`src/div_pkg.sv`:
```
package div_pkg;

    // ~~~~~~~~~~~~~~~~~~~~
    // Sizes
    // ~~~~~~~~~~~~~~~~~~~~

    localparam int DIV_XLEN       = 32;
    localparam int DIV_TAG_W      = 4;
    localparam int DIV_FIFO_DEPTH = 4;
    localparam int DIV_CNT_W      = 6;  // Holds the iteration count DIV_XLEN.

    localparam int DIV_FIFO_PTR_W = $clog2(DIV_FIFO_DEPTH);
    localparam int DIV_FIFO_CNT_W = $clog2(DIV_FIFO_DEPTH + 1);

    localparam logic [DIV_XLEN-1:0] DIV_ALL_ONES = {DIV_XLEN{1'b1}};
    localparam logic [DIV_XLEN-1:0] DIV_INT_MIN  = {1'b1, {(DIV_XLEN-1){1'b0}}};

    // ~~~~~~~~~~~~~~~~~~~~
    // Encodings
    // ~~~~~~~~~~~~~~~~~~~~

    typedef enum logic [1:0] {
        DIV_OP_DIV  = 2'b00,  // Signed quotient.
        DIV_OP_DIVU = 2'b01,  // Unsigned quotient.
        DIV_OP_REM  = 2'b10,  // Signed remainder.
        DIV_OP_REMU = 2'b11   // Unsigned remainder.
    } div_op_e;

    typedef enum logic [1:0] {
        DIV_CLASS_NORMAL = 2'b00,
        DIV_CLASS_ZERO   = 2'b01,  // Divisor is zero.
        DIV_CLASS_OVF    = 2'b10   // Most negative by minus one.
    } div_class_e;

    // ~~~~~~~~~~~~~~~~~~~~
    // Bundles
    // ~~~~~~~~~~~~~~~~~~~~

    // Request as seen at the unit boundary.
    typedef struct packed {
        div_op_e                op;
        logic [DIV_XLEN-1:0]    dividend;
        logic [DIV_XLEN-1:0]    divisor;
        logic [DIV_TAG_W-1:0]   tag;
    } div_req_t;

    // Prepared command, unsigned magnitudes plus what is needed to rebuild signs.
    typedef struct packed {
        logic [DIV_XLEN-1:0]    dividend_mag;
        logic [DIV_XLEN-1:0]    divisor_mag;
        logic                   quo_neg;
        logic                   rem_neg;
        logic                   want_rem;
        div_class_e             cls;
        logic [DIV_XLEN-1:0]    raw_dividend;  // Special-case results.
        logic [DIV_TAG_W-1:0]   tag;
    } div_cmd_t;

    typedef struct packed {
        logic [DIV_XLEN-1:0]    result;
        logic [DIV_TAG_W-1:0]   tag;
        div_class_e             cls;
    } div_rsp_t;

endpackage

```
`src/div_operand_prep.sv`:
```
module div_operand_prep (
    input  logic              clk_i,
    input  logic              rst_i,
    input  logic              req_valid_i,
    input  div_pkg::div_req_t req_i,
    input  logic              fifo_full_i,
    output logic              ready_o,
    output logic              push_o,
    output div_pkg::div_cmd_t cmd_o
);

    import div_pkg::*;

    logic                is_signed;
    logic                want_rem;
    logic                dvd_neg;
    logic                dvs_neg;
    logic                accept;
    logic [DIV_XLEN-1:0] dvd_mag;
    logic [DIV_XLEN-1:0] dvs_mag;
    div_class_e          cls;
    div_cmd_t            cmd_d;

    // A push in flight may take the last free entry.
    assign ready_o = ~fifo_full_i & ~push_o;
    assign accept  = req_valid_i & ready_o;

    // ~~~~~~~~~~~~~~~~~~~~
    // Decode and classify
    // ~~~~~~~~~~~~~~~~~~~~

    always_comb begin
        is_signed = (req_i.op == DIV_OP_DIV) || (req_i.op == DIV_OP_REM);
        want_rem  = (req_i.op == DIV_OP_REM) || (req_i.op == DIV_OP_REMU);

        dvd_neg = is_signed & req_i.dividend[DIV_XLEN-1];
        dvs_neg = is_signed & req_i.divisor[DIV_XLEN-1];

        if (req_i.divisor == '0) begin
            cls = DIV_CLASS_ZERO;
        end else if (is_signed && req_i.dividend == DIV_INT_MIN
                     && req_i.divisor == DIV_ALL_ONES) begin
            cls = DIV_CLASS_OVF;
        end else begin
            cls = DIV_CLASS_NORMAL;
        end
    end

    // ~~~~~~~~~~~~~~~~~~~~
    // Magnitudes and signs
    // ~~~~~~~~~~~~~~~~~~~~

    always_comb begin
        dvd_mag = dvd_neg ? -req_i.dividend : req_i.dividend;  // INT_MIN stays 2^31.
        dvs_mag = dvs_neg ? -req_i.divisor : req_i.divisor;

        cmd_d.dividend_mag = dvd_mag;
        cmd_d.divisor_mag  = dvs_mag;
        cmd_d.quo_neg      = dvd_neg ^ dvs_neg;
        cmd_d.rem_neg      = dvd_neg;  // Remainder follows the dividend.
        cmd_d.want_rem     = want_rem;
        cmd_d.cls          = cls;
        cmd_d.raw_dividend = req_i.dividend;
        cmd_d.tag          = req_i.tag;
    end

    always_ff @(posedge clk_i) begin
        if (!rst_i) begin
            push_o <= 1'b0;
        end else begin
            push_o <= accept;
        end
    end

    always_ff @(posedge clk_i) begin
        if (accept) begin
            cmd_o <= cmd_d;
        end
    end

endmodule

```
`src/div_cmd_fifo.sv`:
```
module div_cmd_fifo (
    input  logic              clk_i,
    input  logic              rst_i,
    input  logic              push_i,
    input  div_pkg::div_cmd_t push_data_i,
    input  logic              pop_i,
    output div_pkg::div_cmd_t pop_data_o,
    output logic              full_o,
    output logic              empty_o
);

    import div_pkg::*;

    div_cmd_t                  mem [DIV_FIFO_DEPTH];
    logic [DIV_FIFO_PTR_W-1:0] wr_ptr;
    logic [DIV_FIFO_PTR_W-1:0] rd_ptr;
    logic [DIV_FIFO_CNT_W-1:0] count;
    logic                      wr_en;
    logic                      rd_en;

    assign full_o  = (count == DIV_FIFO_CNT_W'(DIV_FIFO_DEPTH));
    assign empty_o = (count == '0);

    // Push into a full FIFO only alongside a pop.
    assign wr_en = push_i & (~full_o | pop_i);
    assign rd_en = pop_i & ~empty_o;

    assign pop_data_o = mem[rd_ptr];  // Head is always visible.

    // ~~~~~~~~~~~~~~~~~~~~
    // Pointers and level
    // ~~~~~~~~~~~~~~~~~~~~

    always_ff @(posedge clk_i) begin
        if (!rst_i) begin
            wr_ptr <= '0;
            rd_ptr <= '0;
            count  <= '0;
        end else begin
            if (wr_en) begin
                wr_ptr <= (wr_ptr == DIV_FIFO_PTR_W'(DIV_FIFO_DEPTH - 1)) ? '0 : wr_ptr + 1'b1;
            end
            if (rd_en) begin
                rd_ptr <= (rd_ptr == DIV_FIFO_PTR_W'(DIV_FIFO_DEPTH - 1)) ? '0 : rd_ptr + 1'b1;
            end
            case ({wr_en, rd_en})
                2'b10:   count <= count + 1'b1;
                2'b01:   count <= count - 1'b1;
                default: count <= count;  // Both or neither.
            endcase
        end
    end

    // ~~~~~~~~~~~~~~~~~~~~
    // Storage
    // ~~~~~~~~~~~~~~~~~~~~

    always_ff @(posedge clk_i) begin
        if (wr_en) begin
            mem[wr_ptr] <= push_data_i;
        end
    end

endmodule

```
`src/div_nonrestoring_core.sv`:
```
module div_nonrestoring_core (
    input  logic              clk_i,
    input  logic              rst_i,
    input  logic              empty_i,
    input  div_pkg::div_cmd_t cmd_i,
    output logic              pop_o,
    output logic              done_o,
    output div_pkg::div_rsp_t rsp_o
);

    import div_pkg::*;

    typedef enum logic [1:0] {
        ST_IDLE = 2'b00,
        ST_ITER = 2'b01,
        ST_CORR = 2'b10,
        ST_FIN  = 2'b11
    } state_e;

    state_e               state_q;
    state_e               state_d;
    logic [DIV_CNT_W-1:0] cnt_q;
    logic [DIV_CNT_W-1:0] cnt_d;

    // Accumulator carries one extra bit for its sign.
    logic [DIV_XLEN:0]    acc_q;
    logic [DIV_XLEN-1:0]  quo_q;
    logic [DIV_XLEN-1:0]  dvs_q;

    logic                 quo_neg_q;
    logic                 rem_neg_q;
    logic                 want_rem_q;
    div_class_e           cls_q;
    logic [DIV_XLEN-1:0]  raw_q;
    logic [DIV_TAG_W-1:0] tag_q;

    logic [DIV_XLEN:0]    acc_sh;
    logic [DIV_XLEN:0]    acc_step;
    logic [DIV_XLEN-1:0]  quo_step;
    logic [DIV_XLEN-1:0]  quo_res;
    logic [DIV_XLEN-1:0]  rem_res;

    assign pop_o  = (state_q == ST_IDLE) & ~empty_i;
    assign done_o = (state_q == ST_FIN);

    // ~~~~~~~~~~~~~~~~~~~~
    // Control
    // ~~~~~~~~~~~~~~~~~~~~

    always_comb begin
        state_d = state_q;
        cnt_d   = cnt_q;
        case (state_q)
            ST_IDLE: begin
                if (pop_o) begin
                    cnt_d   = DIV_CNT_W'(DIV_XLEN);
                    state_d = (cmd_i.cls == DIV_CLASS_NORMAL) ? ST_ITER : ST_FIN;
                end
            end
            ST_ITER: begin
                cnt_d = cnt_q - 1'b1;
                if (cnt_q == DIV_CNT_W'(1)) begin  // Last iteration.
                    state_d = ST_CORR;
                end
            end
            ST_CORR: state_d = ST_FIN;
            default: state_d = ST_IDLE;
        endcase
    end

    always_ff @(posedge clk_i) begin
        if (!rst_i) begin
            state_q <= ST_IDLE;
            cnt_q   <= '0;
        end else begin
            state_q <= state_d;
            cnt_q   <= cnt_d;
        end
    end

    // ~~~~~~~~~~~~~~~~~~~~
    // Datapath
    // ~~~~~~~~~~~~~~~~~~~~

    // One step: shift AQ left, then subtract or add back by the old sign.
    always_comb begin
        acc_sh = {acc_q[DIV_XLEN-1:0], quo_q[DIV_XLEN-1]};
        if (acc_q[DIV_XLEN]) begin
            acc_step = acc_sh + {1'b0, dvs_q};
        end else begin
            acc_step = acc_sh - {1'b0, dvs_q};
        end
        quo_step = {quo_q[DIV_XLEN-2:0], ~acc_step[DIV_XLEN]};
    end

    always_ff @(posedge clk_i) begin
        if (pop_o) begin
            acc_q      <= '0;
            quo_q      <= cmd_i.dividend_mag;
            dvs_q      <= cmd_i.divisor_mag;
            quo_neg_q  <= cmd_i.quo_neg;
            rem_neg_q  <= cmd_i.rem_neg;
            want_rem_q <= cmd_i.want_rem;
            cls_q      <= cmd_i.cls;
            raw_q      <= cmd_i.raw_dividend;
            tag_q      <= cmd_i.tag;
        end else if (state_q == ST_ITER) begin
            acc_q <= acc_step;
            quo_q <= quo_step;
        end else if (state_q == ST_CORR && acc_q[DIV_XLEN]) begin
            acc_q <= acc_q + {1'b0, dvs_q};  // Restore a negative remainder.
        end
    end

    // ~~~~~~~~~~~~~~~~~~~~
    // Sign fixup and select
    // ~~~~~~~~~~~~~~~~~~~~

    always_comb begin
        case (cls_q)
            DIV_CLASS_ZERO: begin
                quo_res = DIV_ALL_ONES;
                rem_res = raw_q;
            end
            DIV_CLASS_OVF: begin
                quo_res = raw_q;  // INT_MIN.
                rem_res = '0;
            end
            default: begin
                quo_res = quo_neg_q ? -quo_q : quo_q;
                rem_res = rem_neg_q ? -acc_q[DIV_XLEN-1:0] : acc_q[DIV_XLEN-1:0];
            end
        endcase

        rsp_o.result = want_rem_q ? rem_res : quo_res;
        rsp_o.tag    = tag_q;
        rsp_o.cls    = cls_q;
    end

endmodule

```
`src/div_unit_top.sv`:
```
module div_unit_top (
    input  logic              clk_i,
    input  logic              rst_i,
    input  logic              req_valid_i,
    input  div_pkg::div_req_t req_i,
    output logic              ready_o,
    output logic              done_o,
    output div_pkg::div_rsp_t rsp_o
);

    import div_pkg::*;

    logic     push;
    logic     pop;
    logic     fifo_full;
    logic     fifo_empty;
    div_cmd_t push_cmd;
    div_cmd_t head_cmd;

    // ~~~~~~~~~~~~~~~~~~~~
    // Prepare, buffer, divide
    // ~~~~~~~~~~~~~~~~~~~~

    div_operand_prep u_prep (
        .clk_i       (clk_i),
        .rst_i       (rst_i),
        .req_valid_i (req_valid_i),
        .req_i       (req_i),
        .fifo_full_i (fifo_full),
        .ready_o     (ready_o),
        .push_o      (push),
        .cmd_o       (push_cmd)
    );

    div_cmd_fifo u_fifo (
        .clk_i       (clk_i),
        .rst_i       (rst_i),
        .push_i      (push),
        .push_data_i (push_cmd),
        .pop_i       (pop),
        .pop_data_o  (head_cmd),
        .full_o      (fifo_full),
        .empty_o     (fifo_empty)
    );

    div_nonrestoring_core u_core (
        .clk_i   (clk_i),
        .rst_i   (rst_i),
        .empty_i (fifo_empty),
        .cmd_i   (head_cmd),
        .pop_o   (pop),
        .done_o  (done_o),
        .rsp_o   (rsp_o)
    );

endmodule

```
`config.mk`:
```
export PLATFORM = sky130hd
export DESIGN_NAME = div_unit_top
export DESIGN_NICKNAME = d
export VERILOG_FILES = /design/src/div_pkg.sv /design/src/div_operand_prep.sv /design/src/div_cmd_fifo.sv /design/src/div_nonrestoring_core.sv /design/src/div_unit_top.sv
export SDC_FILE = /design/constraint.sdc
export NUM_CORES = 1
export LEC_CHECK = 0
export BUFFER_PORTS_ARGS = -buffer_cell sky130_fd_sc_hd__buf_2
export CORE_ASPECT_RATIO = 1.2
export CORE_UTILIZATION = 45
export CTS_CLUSTER_SIZE = 14
export DETAILED_ROUTE_END_ITERATION = 7
export PLACE_DENSITY = 0.66
export SETUP_SLACK_MARGIN = 0.3
export SYNTH_ARGS = -nofsm -noshare
export SYNTH_HDL_FRONTEND = slang
export SYNTH_SLANG_ARGS = --single-unit
```
`constraint.sdc`:
```
create_clock -name clk_i -period 5.95 [get_ports clk_i]
set_input_delay 1.19 -clock clk_i [delete_from_list [all_inputs] [get_ports clk_i]]
set_output_delay 1.19 -clock clk_i [all_outputs]
set_load 0.005 [all_outputs]
```
After elaboration in Yosys (flattened, before gate mapping) --
Memories as Yosys holds them, arrays and structs flattened. A register that Yosys moved wholly into a read port is not among the register bits. Cells that the tools add are included. W data, S select, Z words.
Operators by class: eq/ne operators 17, reductions and logical operators 16, multiplexer cells 26, bitwise logic cells 13, $add $sub $neg 12
Operators with widths (number):
- $mux W32 | 7
- $neg A32 Y32 | 4
- $pmux W32 S2 | 2
- $mux W33 | 3
- $add A33 B32 Y33 | 2
- $eq A32 B32 Y1 const B | 2
- $sub A33 B32 Y33 | 1
- $logic_not A32 Y1 | 1
- $eq A2 B2 Y1 const B | 8
- $mux W2 | 8
- $pmux W6 S2 | 1
- $reduce_bool A2 Y1 | 4
- $and A1 B1 Y1 | 7
- $eq A2 B1 Y1 const B | 3
- $eq A6 B1 Y1 const B | 1
- $logic_not A2 Y1 | 3
- $mux W6 | 1
- $pmux W2 S3 | 1
- $pmux W3 S2 | 1
- $sub A6 B1 Y6 const B | 1
- $add A2 B1 Y2 const B | 2
- $not A1 Y1 | 4
- $reduce_and A2 Y1 | 2
- $add A3 B1 Y3 const B | 1
- 10 further kinds | 14
Storage, ports and cells: word-level logic and storage cells 108, bits in writable memories 420, input bits 73, memories 1, bits in registers 259
Memory list:
- u_fifo.mem | words 4, width 105, rd ports 1, clocked after Yosys merged registers in 1, write ports 1, line div_cmd_fifo.sv:14 | div_cmd_t mem [DIV_FIFO_DEPTH];

Logic depth before layout (Yosys ltp) --
Gate-level depths: netlist of run 1.
depth after elaboration 7, depth in mapped cells 20, gate-level depth less buffers 19

Cells and area by module --
A second synthesis of run 1 with hierarchy kept.
Unflattened totals: cells, all modules 2237, area total of the unflattened synthesis 31804.3 um^2
By module, submodules not included:
- div_cmd_fifo | cells each 605, area an instance 15651.3 um^2, instances 1
- div_nonrestoring_core | cells each 1296, area an instance 11511.0 um^2, instances 1
- div_operand_prep | cells each 336, area an instance 4642.0 um^2, instances 1

Least setup slack after synthesis of run 1 --
Ideal clock, no wire load.
path kind reg2reg, start point reg u_core.state_q[0], end point reg u_fifo.count[2], stages on the path, launching flop included 13, path slack 1207 ps, buffers on the path 2, data arrival time 4672 ps, data required time 5879 ps, cell sequence dfxtp_1 inv_1 ha_1 nand2b_1 clkbuf_1 inv_2 clkbuf_1 ha_1 inv_1 fa_1 xor2_1 or3_1 a21oi_1
Between the ends: word-level cells in the longest chain between the ends 6
RTL lines:
- start, declared | line div_nonrestoring_core.sv:20 | state_e state_q;
- start signal, assigned | line div_nonrestoring_core.sv:76 | state_q <= state_d;
- $logic_not A2 Y1 (*) | line div_nonrestoring_core.sv:43 | assign pop_o = (state_q == ST_IDLE) & ~empty_i;
- $and A1 B1 Y1 (*) | line div_nonrestoring_core.sv:43
- net pop | line div_unit_top.sv:14 | logic pop;
- $or A1 B1 Y1 | line div_cmd_fifo.sv:25 | assign wr_en = push_i & (~full_o | pop_i);
- $and A1 B1 Y1 | line div_cmd_fifo.sv:25
- $eq A2 B1 Y1 or $eq A2 B2 Y1 (tied branches) | line div_cmd_fifo.sv:46 | case ({wr_en, rd_en})
- $pmux W3 S2 or $reduce_bool A2 Y1 (tied branches)
- end signal, assigned | line div_cmd_fifo.sv:47 | 2'b10: count <= count + 1'b1;
- end signal, assigned | line div_cmd_fifo.sv:48 | 2'b01: count <= count - 1'b1;
- end signal, assigned | line div_cmd_fifo.sv:49 | default: count <= count;
- end, declared | line div_cmd_fifo.sv:17 | logic [DIV_FIFO_CNT_W-1:0] count;
Mark *: on every way through the listed nets, which the timed path passes. The rest lies on a longest branch. A chain may end at the register's enable or synchronous reset.

==> flow_metrics.env, run 1 <==
export IMPL_synth_common_cells="625 x edfxtp_1, 235 x nand2_1, 187 x a21oi_1"
export IMPL_cts_path_max_buffers=3
export IMPL_syn_num_nets=2430
export IMPL_final_antenna_net_count=0
export IMPL_path_clk_slew_ns=0.05
export IMPL_r2r_start="u_core.dvs_q[1]$_DFFE_PP_"
export IMPL_grt_setup_unrepaired="no"
export IMPL_core_area_um2=68800
export IMPL_via_count=19600
export IMPL_ys_top_cells_by_area="edfxtp_1 60%, mux4_2 7.4%, ha_1 3.4%"
export IMPL_critPathRequiredTime_ns=4.76
export IMPL_syn2layout_area_growth_pct=12.2
export IMPL_synth_seq_cells=676
export IMPL_cts_hold_buf=0
export IMPL_seqCellArea_um2=19800
export IMPL_std_cell_rows=105
export IMPL_post_drt_wl_per_cell_um=23.2
export IMPL_tns_ns=0
export IMPL_post_cts_buffers=0
export IMPL_synth_most_common_cell="edfxtp_1"
export IMPL_synth_edf_count=625
export IMPL_min_period_over_period=0.884
export IMPL_drc=0
export IMPL_chipWidth_um=244
export IMPL_cp_arrival_ns=4.07
export IMPL_antenna_found_initial=1
export IMPL_nFillCells=5799
export IMPL_yosys_warnings=0
export IMPL_ir_worst_vdd_uv=320
export IMPL_pin_count=113
export IMPL_p_leak_nw=12.2
export IMPL_finalCriticalPeriod_ns=5.26
export IMPL_die_area_um2=71100
export IMPL_startpoint="u_core.quo_q[0]$_DFFE_PP_"
export IMPL_crit_end="rsp_o[37]"
export IMPL_cts_sinks=676
export IMPL_drt_iter0_markers=1494
export IMPL_grt_pass1_vias=19800
export IMPL_gp_congestion=0.902
export IMPL_numCtsBuffers=69
export IMPL_drv_slew=0
export IMPL_design_area_um2=35300
export IMPL_final_util=0.513
export IMPL_viasPerCell=5.88
export IMPL_ys_types=80
export IMPL_multi_input_area_um2=11200
export IMPL_insertion_delay_ns=0.61
export IMPL_ctsResizeCount=0
export IMPL_worstHoldPathType="reg -> reg"
export IMPL_max_freq_mhz=190
export IMPL_netlist_instances=2269
export IMPL_drv_cap=0
export IMPL_grt_ovfl_total=0
export IMPL_final_setup_viol_count=0
export IMPL_dpl_cell_area_um2=33100
export IMPL_drt_total_wl_um=77300
export IMPL_start_kind="flip-flop"
export IMPL_synth_top_area_frac=0.596
export IMPL_status="complete, no violations"
export IMPL_grtUsageTotal=0.218
export IMPL_synth_top_area_cell="edfxtp_1"
export IMPL_dr_pass1_iters=5
export IMPL_dieHeight_um=292
export IMPL_synth_top_flop_cell="edfxtp_1"
export IMPL_final_nets=2543
export IMPL_crit_type="reg -> out"
export IMPL_hold_violations=0
export IMPL_skew_ns=0.0191
export IMPL_synthArstFlopShare=0
export IMPL_rr_endpoint="u_core.quo_q[0]$_DFFE_PP_"
export IMPL_crit_path_max_fanout=4
export IMPL_port_buffers=112
export IMPL_r2r_slack_ns=0.92
export IMPL_drive_gt1_frac=0.155
export IMPL_cts_tree="done"
export IMPL_grt_pass1_wl_um=118000
export IMPL_initial_core_util=0.458
export IMPL_power_per_cell_area_nw_per_um2=561
export IMPL_place_hpwl_um=52100
export IMPL_cts_htree_levels=3
export IMPL_relSlewSlack=0.231
export IMPL_grt_max_degree=105
export IMPL_reg2regPathDepth=18
export IMPL_critPathCaptureType="output pin"
export IMPL_yosysSeqAreaShare=0.628
export IMPL_worstMarginPinSlew_ns=1.15
export IMPL_syn_area_um2=31500
export IMPL_postSynthAreaPerCell_um2=13.9
export IMPL_clockRootBuffer="clkbuf_16"
-- kinds of logic after synthesis --
| family | Yosys count | share of synthesized area |
|---|---|---|
| AO/OA/AOI/OAI | 489 | 0.102 |
| adder cells (fa/ha/maj) | 88 | 0.0357 |
| AND/OR/NAND/NOR | 553 | 0.0833 |
| flip-flops | 676 | 0.628 |
| buffers and inverters | 149 | 0.0181 |
| multiplexers | 109 | 0.0760 |
| XOR/XNOR | 205 | 0.0570 |
-- flip-flops by register name, indices dropped and copies added, names as in the netlist, 4 cells and up, named ones only --
name          count
u_core.cnt_q      6
u_core.raw_q     32
u_core.acc_q     33
u_core.dvs_q     32
u_fifo.mem      416
u_core.quo_q     32
u_prep.cmd_o    104
u_core.tag_q      4
-- worst max-delay path: stages (launching register included) --
cell      delay, ns
edfxtp_1       0.55
nor3_1         0.34
nand3_2        0.18
or4_4          0.49
or4_4          0.47
or2_4          0.28
o31ai_2        0.33
xnor2_1        0.17
a21oi_1        0.08
a21oi_1        0.39
buf_2          0.19
-- layer usage --
layer	part of all wire	GRT usage	wire length (um)
met1	0.41	0.271	31500
met2	0.52	0.389	39800
met3	0.045	0.0281	3470
met4	0.032	0.0784	2500
met5	0.00017	0	13
-- worst min-delay path by stage --
stage,from,endpoint,slack [ns],cells after the start
global placement,u_fifo.rd_ptr[1]$_SDFFE_PN0P_,flip-flop,0.46,2
finish,u_fifo.rd_ptr[1]$_SDFFE_PN0P_,flip-flop,0.48,2
detailed placement,u_fifo.rd_ptr[1]$_SDFFE_PN0P_,flip-flop,0.46,2
CTS,u_fifo.rd_ptr[1]$_SDFFE_PN0P_,flip-flop,0.48,2
global route,u_prep.cmd_o[101]$_DFFE_PP_,u_fifo.mem[2][101]$_DFFE_PP_,0.51,0
floorplan,u_fifo.rd_ptr[1]$_SDFFE_PN0P_,flip-flop,0.45,2
-- placed cells by master (no fill, tap or decap), types with 7 or more instances in the layout --
cell type,n
edfxtp_1,625
nand2_1,235
a21oi_1,187
nor2_1,121
buf_2,112
xnor2_1,104
mux4_2,104
xor2_1,101
ha_1,83
clkbuf_16,71
o21ai_0,67
a221oi_1,54
inv_1,52
dfxtp_1,49
a21o_1,39
nor3_1,34
o31ai_1,22
a211oi_1,22
buf_4,21
and3_1,20
nand3_1,18
nand2b_1,15
or4_1,15
nor4_1,15
a31oi_1,15
nand4_1,15
or3_1,14
o21a_1,13
nor2b_1,13
clkbuf_1,11
clkinv_1,10
and2_1,8
o41ai_1,8
bufinv_16,8
o211ai_1,7
-- stage by stage --
step	setup WS, ns	power, mW	hold slack [ns]	instances
after floorplan	1.21	12.9	0.454	2269
after global placement	1.07	15.4	0.459	3220
after detailed placement	0.937	15.5	0.465	3220
after CTS	0.724	19.9	0.478	3336
after global routing	0.453	21.0	0.509	3336
final	0.689	19.8	0.480	3337
-- power breakdown --
part           internal [mW]  switching, mW  leakage, nW
logic                   3.21           4.86         4.95
clock network           2.54           1.79         1.09
registers               6.37           1.06         6.18
total                   12.1           7.71         12.2
-- cell type report --
class | count | area share
Multi-Input combinational cell | 1444 | 0.316
Clock buffer | 82 | 0.0514
Sequential cell | 676 | 0.560
Tap cell | 909 | 0.0322
Antenna cell | 1 | 0.0000708
Clock inverter | 34 | 0.0120
Inverter | 55 | 0.00591
Timing Repair Buffer | 136 | 0.0220
(Power assumes the default switching activity.)
==> run 2, diff against run 1 <==
Clock period 5.95 ns to 5.55 ns, I/O delays scaled along.
==> flow_metrics.env, run 2 (synthesized netlist as in run 1, its figures left out) <==
export IMPL_antenna_found_initial=1
export IMPL_p_leak_nw=12.3
export IMPL_numCtsBuffers=69
export IMPL_fin_cells=3352
export IMPL_post_place_ws_ns=0.647
export IMPL_final_antenna_net_count=0
export IMPL_drv_slew=0
export IMPL_finalCriticalPeriod_ns=5.11
export IMPL_crit_path_max_fanout=4
export IMPL_grt_pass1_vias=19800
export IMPL_drt_iter0_markers=1644
export IMPL_post_drt_wl_per_cell_um=23.0
export IMPL_clockRootBuffer="clkbuf_16"
export IMPL_min_period_over_period=0.921
export IMPL_startpoint="u_core.quo_q[0]$_DFFE_PP_"
export IMPL_final_setup_viol_count=0
export IMPL_syn2layout_area_growth_pct=12.6
export IMPL_ir_worst_vdd_uv=375
export IMPL_cts_hold_buf=0
export IMPL_die_area_um2=71100
export IMPL_initial_core_util=0.458
export IMPL_final_nets=2551
export IMPL_fin_ws_ns=0.438
export IMPL_ctsResizeCount=0
export IMPL_grt_pass1_wl_um=118000
export IMPL_via_count=19700
export IMPL_reg2regPathDepth=18
export IMPL_start_kind="flip-flop"
export IMPL_final_common_cell="edfxtp_1"
export IMPL_place_hpwl_um=51700
export IMPL_dpl_cell_area_um2=33200
export IMPL_viasPerCell=5.87
export IMPL_regMostFlops="u_fifo.mem"
export IMPL_skew_ns=0.0207
export IMPL_worstMarginPinSlew_ns=1.12
export IMPL_cp_arrival_ns=4.00
export IMPL_r2r_slack_ns=0.71
export IMPL_hold_violations=0
export IMPL_critPathRequiredTime_ns=4.44
export IMPL_insertion_delay_ns=0.63
export IMPL_drt_total_wl_um=77000
export IMPL_cts_htree_levels=3
export IMPL_r2r_start="u_core.dvs_q[1]$_DFFE_PP_"
export IMPL_chipWidth_um=244
export IMPL_design_area_um2=35500
export IMPL_slowest_stage="edfxtp_1"
export IMPL_slowest_delay_ns=0.55
export IMPL_placedCellCount=3228
export IMPL_path_clk_slew_ns=0.06
export IMPL_rr_endpoint="u_core.quo_q[0]$_DFFE_PP_"
export IMPL_path_common_cell="or4_4"
export IMPL_grt_setup_unrepaired="yes"
export IMPL_drive_gt1_frac=0.161
export IMPL_port_buffers=112
export IMPL_status="complete, no violations"
export IMPL_gp_congestion=0.939
export IMPL_tns_ns=0
export IMPL_grt_ovfl_total=0
export IMPL_dieHeight_um=292
export IMPL_cts_sinks=676
export IMPL_whs_ns=0.468
export IMPL_crit_chain="inv_1 -> ha_1 -> nor4b_4 -> nand2_1 -> or4_4 -> or4_4 -> o41a_1 -> xor2_1 -> a22oi_1 -> a21oi_2 -> buf_2"
export IMPL_core_area_um2=68800
export IMPL_crit_type="reg -> out"
export IMPL_nFillCells=5785
export IMPL_post_cts_buffers=0
export IMPL_drv_cap=0
export IMPL_power_per_cell_area_nw_per_um2=605
export IMPL_power_total_mw=21.5
export IMPL_final_util=0.515
export IMPL_max_freq_mhz=196
export IMPL_grt_max_degree=105
export IMPL_critPathCaptureType="output pin"
export IMPL_crit_end="rsp_o[34]"
export IMPL_drc=0
export IMPL_mostFrequentLayoutCells="625 x edfxtp_1, 234 x nand2_1, 185 x a21oi_1"
export IMPL_std_cell_rows=105
export IMPL_cts_path_max_buffers=3
export IMPL_pin_count=113
export IMPL_worstHoldPathType="reg -> reg"
export IMPL_largest_reg_flops=416
export IMPL_cts_tree="done"
export IMPL_dr_pass1_iters=5
export IMPL_relSlewSlack=0.253
export IMPL_grtUsageTotal=0.218
export IMPL_reg_top3="u_fifo.mem x416, u_prep.cmd_o x104, u_core.acc_q x33"
==> run 2: changes by cell type in the layout (fill, tap and decap cells not counted), moves of 2 or more <==
cell       before  now
clkinv_2        6    8
clkbuf_1       11   13
clkbuf_16      71   69
inv_6           2    5
a21oi_1       187  185
clkinv_4        2    4
buf_4          21   28
a21oi_2         1    3
==> run 2: power breakdown <==
part	leakage [nW]	switching (mW)	internal, mW
Clock	1.10	2.00	2.74
Sequential	6.18	1.14	6.82
Combinational	4.99	5.27	3.49
==> run 2: final cells by class <==
class	instances	area [um2]	share of cell area
Tap cell	909	1140	0.0321
Antenna cell	1	2.50	0.0000705
Multi-Input combinational cell	1444	11200	0.315
Sequential cell	676	19800	0.558
Clock buffer	82	1780	0.0500
Inverter	55	209	0.00589
Timing Repair Buffer	144	851	0.0240
Clock inverter	41	515	0.0145
==> run 2: worst max-delay path, delay by kind of cell, from the launching register on <==
kind | cells | cell delay (ns)
AO/OA/AOI/OAI | 3 | 0.74
XOR/XNOR | 1 | 0.15
adder cells (fa/ha/maj) | 1 | 0.19
buffers and inverters | 2 | 0.28
flip-flops | 1 | 0.55
AND/OR/NAND/NOR | 4 | 1.48
==> run 2: how the worst min path moves through the flow <==
stage / start / to / slack [ns] / depth (start not counted)
global placement: u_fifo.rd_ptr[1]$_SDFFE_PN0P_ / flip-flop / 0.46 / 2
detailed placement: u_fifo.rd_ptr[1]$_SDFFE_PN0P_ / flip-flop / 0.47 / 2
finish: u_fifo.rd_ptr[1]$_SDFFE_PN0P_ / flip-flop / 0.47 / 2
CTS: u_fifo.rd_ptr[1]$_SDFFE_PN0P_ / flip-flop / 0.47 / 2
floorplan: u_fifo.rd_ptr[1]$_SDFFE_PN0P_ / flip-flop / 0.45 / 2
global route: u_prep.cmd_o[100]$_DFFE_PP_ / u_fifo.mem[3][100]$_DFFE_PP_ / 0.48 / 0
==> run 2: metal layers <==
metal	routed length (um)	GRT usage	share of wire
met1	30900	0.271	0.40
met2	39900	0.385	0.52
met3	4000	0.0314	0.052
met4	2320	0.0785	0.030
met5	0	0	0
==> run 3, diff against run 2 <==
Settings changed: REMOVE_ABC_BUFFERS from default to 1.
==> flow_metrics.env, run 3 (synthesized netlist as in run 1, its figures left out) <==
export IMPL_status="complete, no violations"
export IMPL_power_per_cell_area_nw_per_um2=591
export IMPL_syn2layout_area_growth_pct=12.0
export IMPL_core_area_um2=68800
export IMPL_largest_reg_flops=416
export IMPL_slowest_delay_ns=0.57
export IMPL_std_cell_rows=105
export IMPL_crit_chain="inv_1 -> ha_1 -> nor4b_4 -> nand2_1 -> or4_4 -> or4_1 -> o41a_1 -> xor2_1 -> a22oi_1 -> a21oi_1 -> buf_2"
export IMPL_dr_pass1_iters=5
export IMPL_crit_path_max_fanout=4
export IMPL_drc=0
export IMPL_worstHoldPathType="reg -> reg"
export IMPL_finalCriticalPeriod_ns=5.07
export IMPL_numCtsBuffers=69
export IMPL_nFillCells=5835
export IMPL_cts_htree_levels=3
export IMPL_drt_total_wl_um=75700
export IMPL_diodes=0
export IMPL_whs_ns=0.485
export IMPL_gp_congestion=0.883
export IMPL_drt_iter0_markers=1436
export IMPL_cp_arrival_ns=3.96
export IMPL_cts_hold_buf=0
export IMPL_grt_ovfl_total=0
export IMPL_regMostFlops="u_fifo.mem"
export IMPL_die_area_um2=71100
export IMPL_tns_ns=0
export IMPL_place_hpwl_um=51300
export IMPL_final_common_cell="edfxtp_1"
export IMPL_start_kind="flip-flop"
export IMPL_viasPerCell=5.82
export IMPL_drv_cap=0
export IMPL_slowest_stage="or4_1"
export IMPL_port_buffers=112
export IMPL_mostFrequentLayoutCells="625 x edfxtp_1, 234 x nand2_1, 187 x a21oi_1"
export IMPL_reg_top3="u_fifo.mem x416, u_prep.cmd_o x104, u_core.acc_q x33"
export IMPL_p_leak_nw=12.2
export IMPL_cts_tree="done"
export IMPL_path_clk_slew_ns=0.06
export IMPL_drv_slew=0
export IMPL_cts_sinks=676
export IMPL_clockRootBuffer="clkbuf_16"
export IMPL_ir_worst_vdd_uv=337
export IMPL_critPathCaptureType="output pin"
export IMPL_grt_pass1_wl_um=116000
export IMPL_grt_max_degree=105
export IMPL_critPathRequiredTime_ns=4.44
export IMPL_post_drt_wl_per_cell_um=22.6
export IMPL_via_count=19500
export IMPL_final_antenna_net_count=0
export IMPL_chipWidth_um=244
export IMPL_initial_core_util=0.458
export IMPL_grt_setup_unrepaired="no"
export IMPL_drive_gt1_frac=0.155
export IMPL_dieHeight_um=292
export IMPL_r2r_slack_ns=0.81
export IMPL_hold_violations=0
export IMPL_skew_ns=0.0437
export IMPL_crit_type="reg -> out"
export IMPL_grt_pass1_vias=19800
export IMPL_antenna_found_initial=3
export IMPL_final_setup_viol_count=0
export IMPL_max_freq_mhz=197
export IMPL_min_period_over_period=0.913
export IMPL_relSlewSlack=0.191
export IMPL_cts_path_max_buffers=3
export IMPL_worstMarginPinSlew_ns=1.21
export IMPL_insertion_delay_ns=0.62
export IMPL_final_nets=2549
export IMPL_pin_count=113
export IMPL_grtUsageTotal=0.214
==> run 3: cell type report <==
| cell class | instances | area, um2 | area share |
|---|---|---|---|
| clock inverter | 36 | 284 | 0.00805 |
| inverter | 55 | 209 | 0.00592 |
| sequential | 676 | 19800 | 0.561 |
| multi-input combinational | 1444 | 11200 | 0.317 |
| clock buffer | 85 | 1830 | 0.0518 |
| tap | 909 | 1140 | 0.0322 |
| timing repair buffer | 142 | 861 | 0.0244 |
==> run 3: routing by layer <==
layer  GRT usage  share of wire
met1       0.273           0.41
met2       0.365           0.50
met3      0.0282          0.048
met4      0.0962          0.037
met5           0        0.00012
==> run 3: worst paths after layout <==
check,start,end,cells after the start
setup / recovery,u_core.quo_q[0]$_DFFE_PP_,rsp_o[34],11
hold / removal,u_prep.cmd_o[86]$_DFFE_PP_,u_fifo.mem[2][86]$_DFFE_PP_,0
setup reg to reg,u_core.dvs_q[1]$_DFFE_PP_,u_core.quo_q[0]$_DFFE_PP_,18
hold reg to reg,u_prep.cmd_o[86]$_DFFE_PP_,u_fifo.mem[2][86]$_DFFE_PP_,0
==> run 3: per-stage QoR <==
| step | area [um2] | worst slack, ns | util | std cells | power, mW |
|---|---|---|---|---|---|
| floorplan | 31100 | 0.0641 | - | 2175 | 13.8 |
| global placement | 33200 | 0.833 | 0.482 | 3224 | 16.4 |
| detailed placement | 33200 | 0.682 | 0.482 | 3224 | 16.5 |
| CTS | 35300 | 0.439 | 0.512 | 3345 | 21.0 |
| global route | 35300 | 0.340 | 0.513 | 3347 | 22.1 |
| finish | 35300 | 0.481 | 0.513 | 3347 | 20.9 |
==> run 3: timing repair <==
action	in CTS	in global routing
gates resized for setup	0	2
setup endpoints to repair	0	3
setup buffers	0	2
==> run 3: where the power goes <==
| group | leakage (nW) | total, mW | switching (mW) | internal (mW) |
|---|---|---|---|---|
| sequential | 6.18 | 7.89 | 1.07 | 6.82 |
| clock | 1.03 | 4.36 | 1.91 | 2.45 |
| combinational | 4.98 | 8.61 | 5.12 | 3.49 |
==> run 3: worst max-delay path, delay by kind of cell, from the launching register on <==
kind | cells | cell delay (ns)
AND/OR/NAND/NOR | 4 | 1.54
AO/OA/AOI/OAI | 3 | 0.72
flip-flops | 1 | 0.48
buffers and inverters | 2 | 0.27
adder cells (fa/ha/maj) | 1 | 0.20
XOR/XNOR | 1 | 0.15
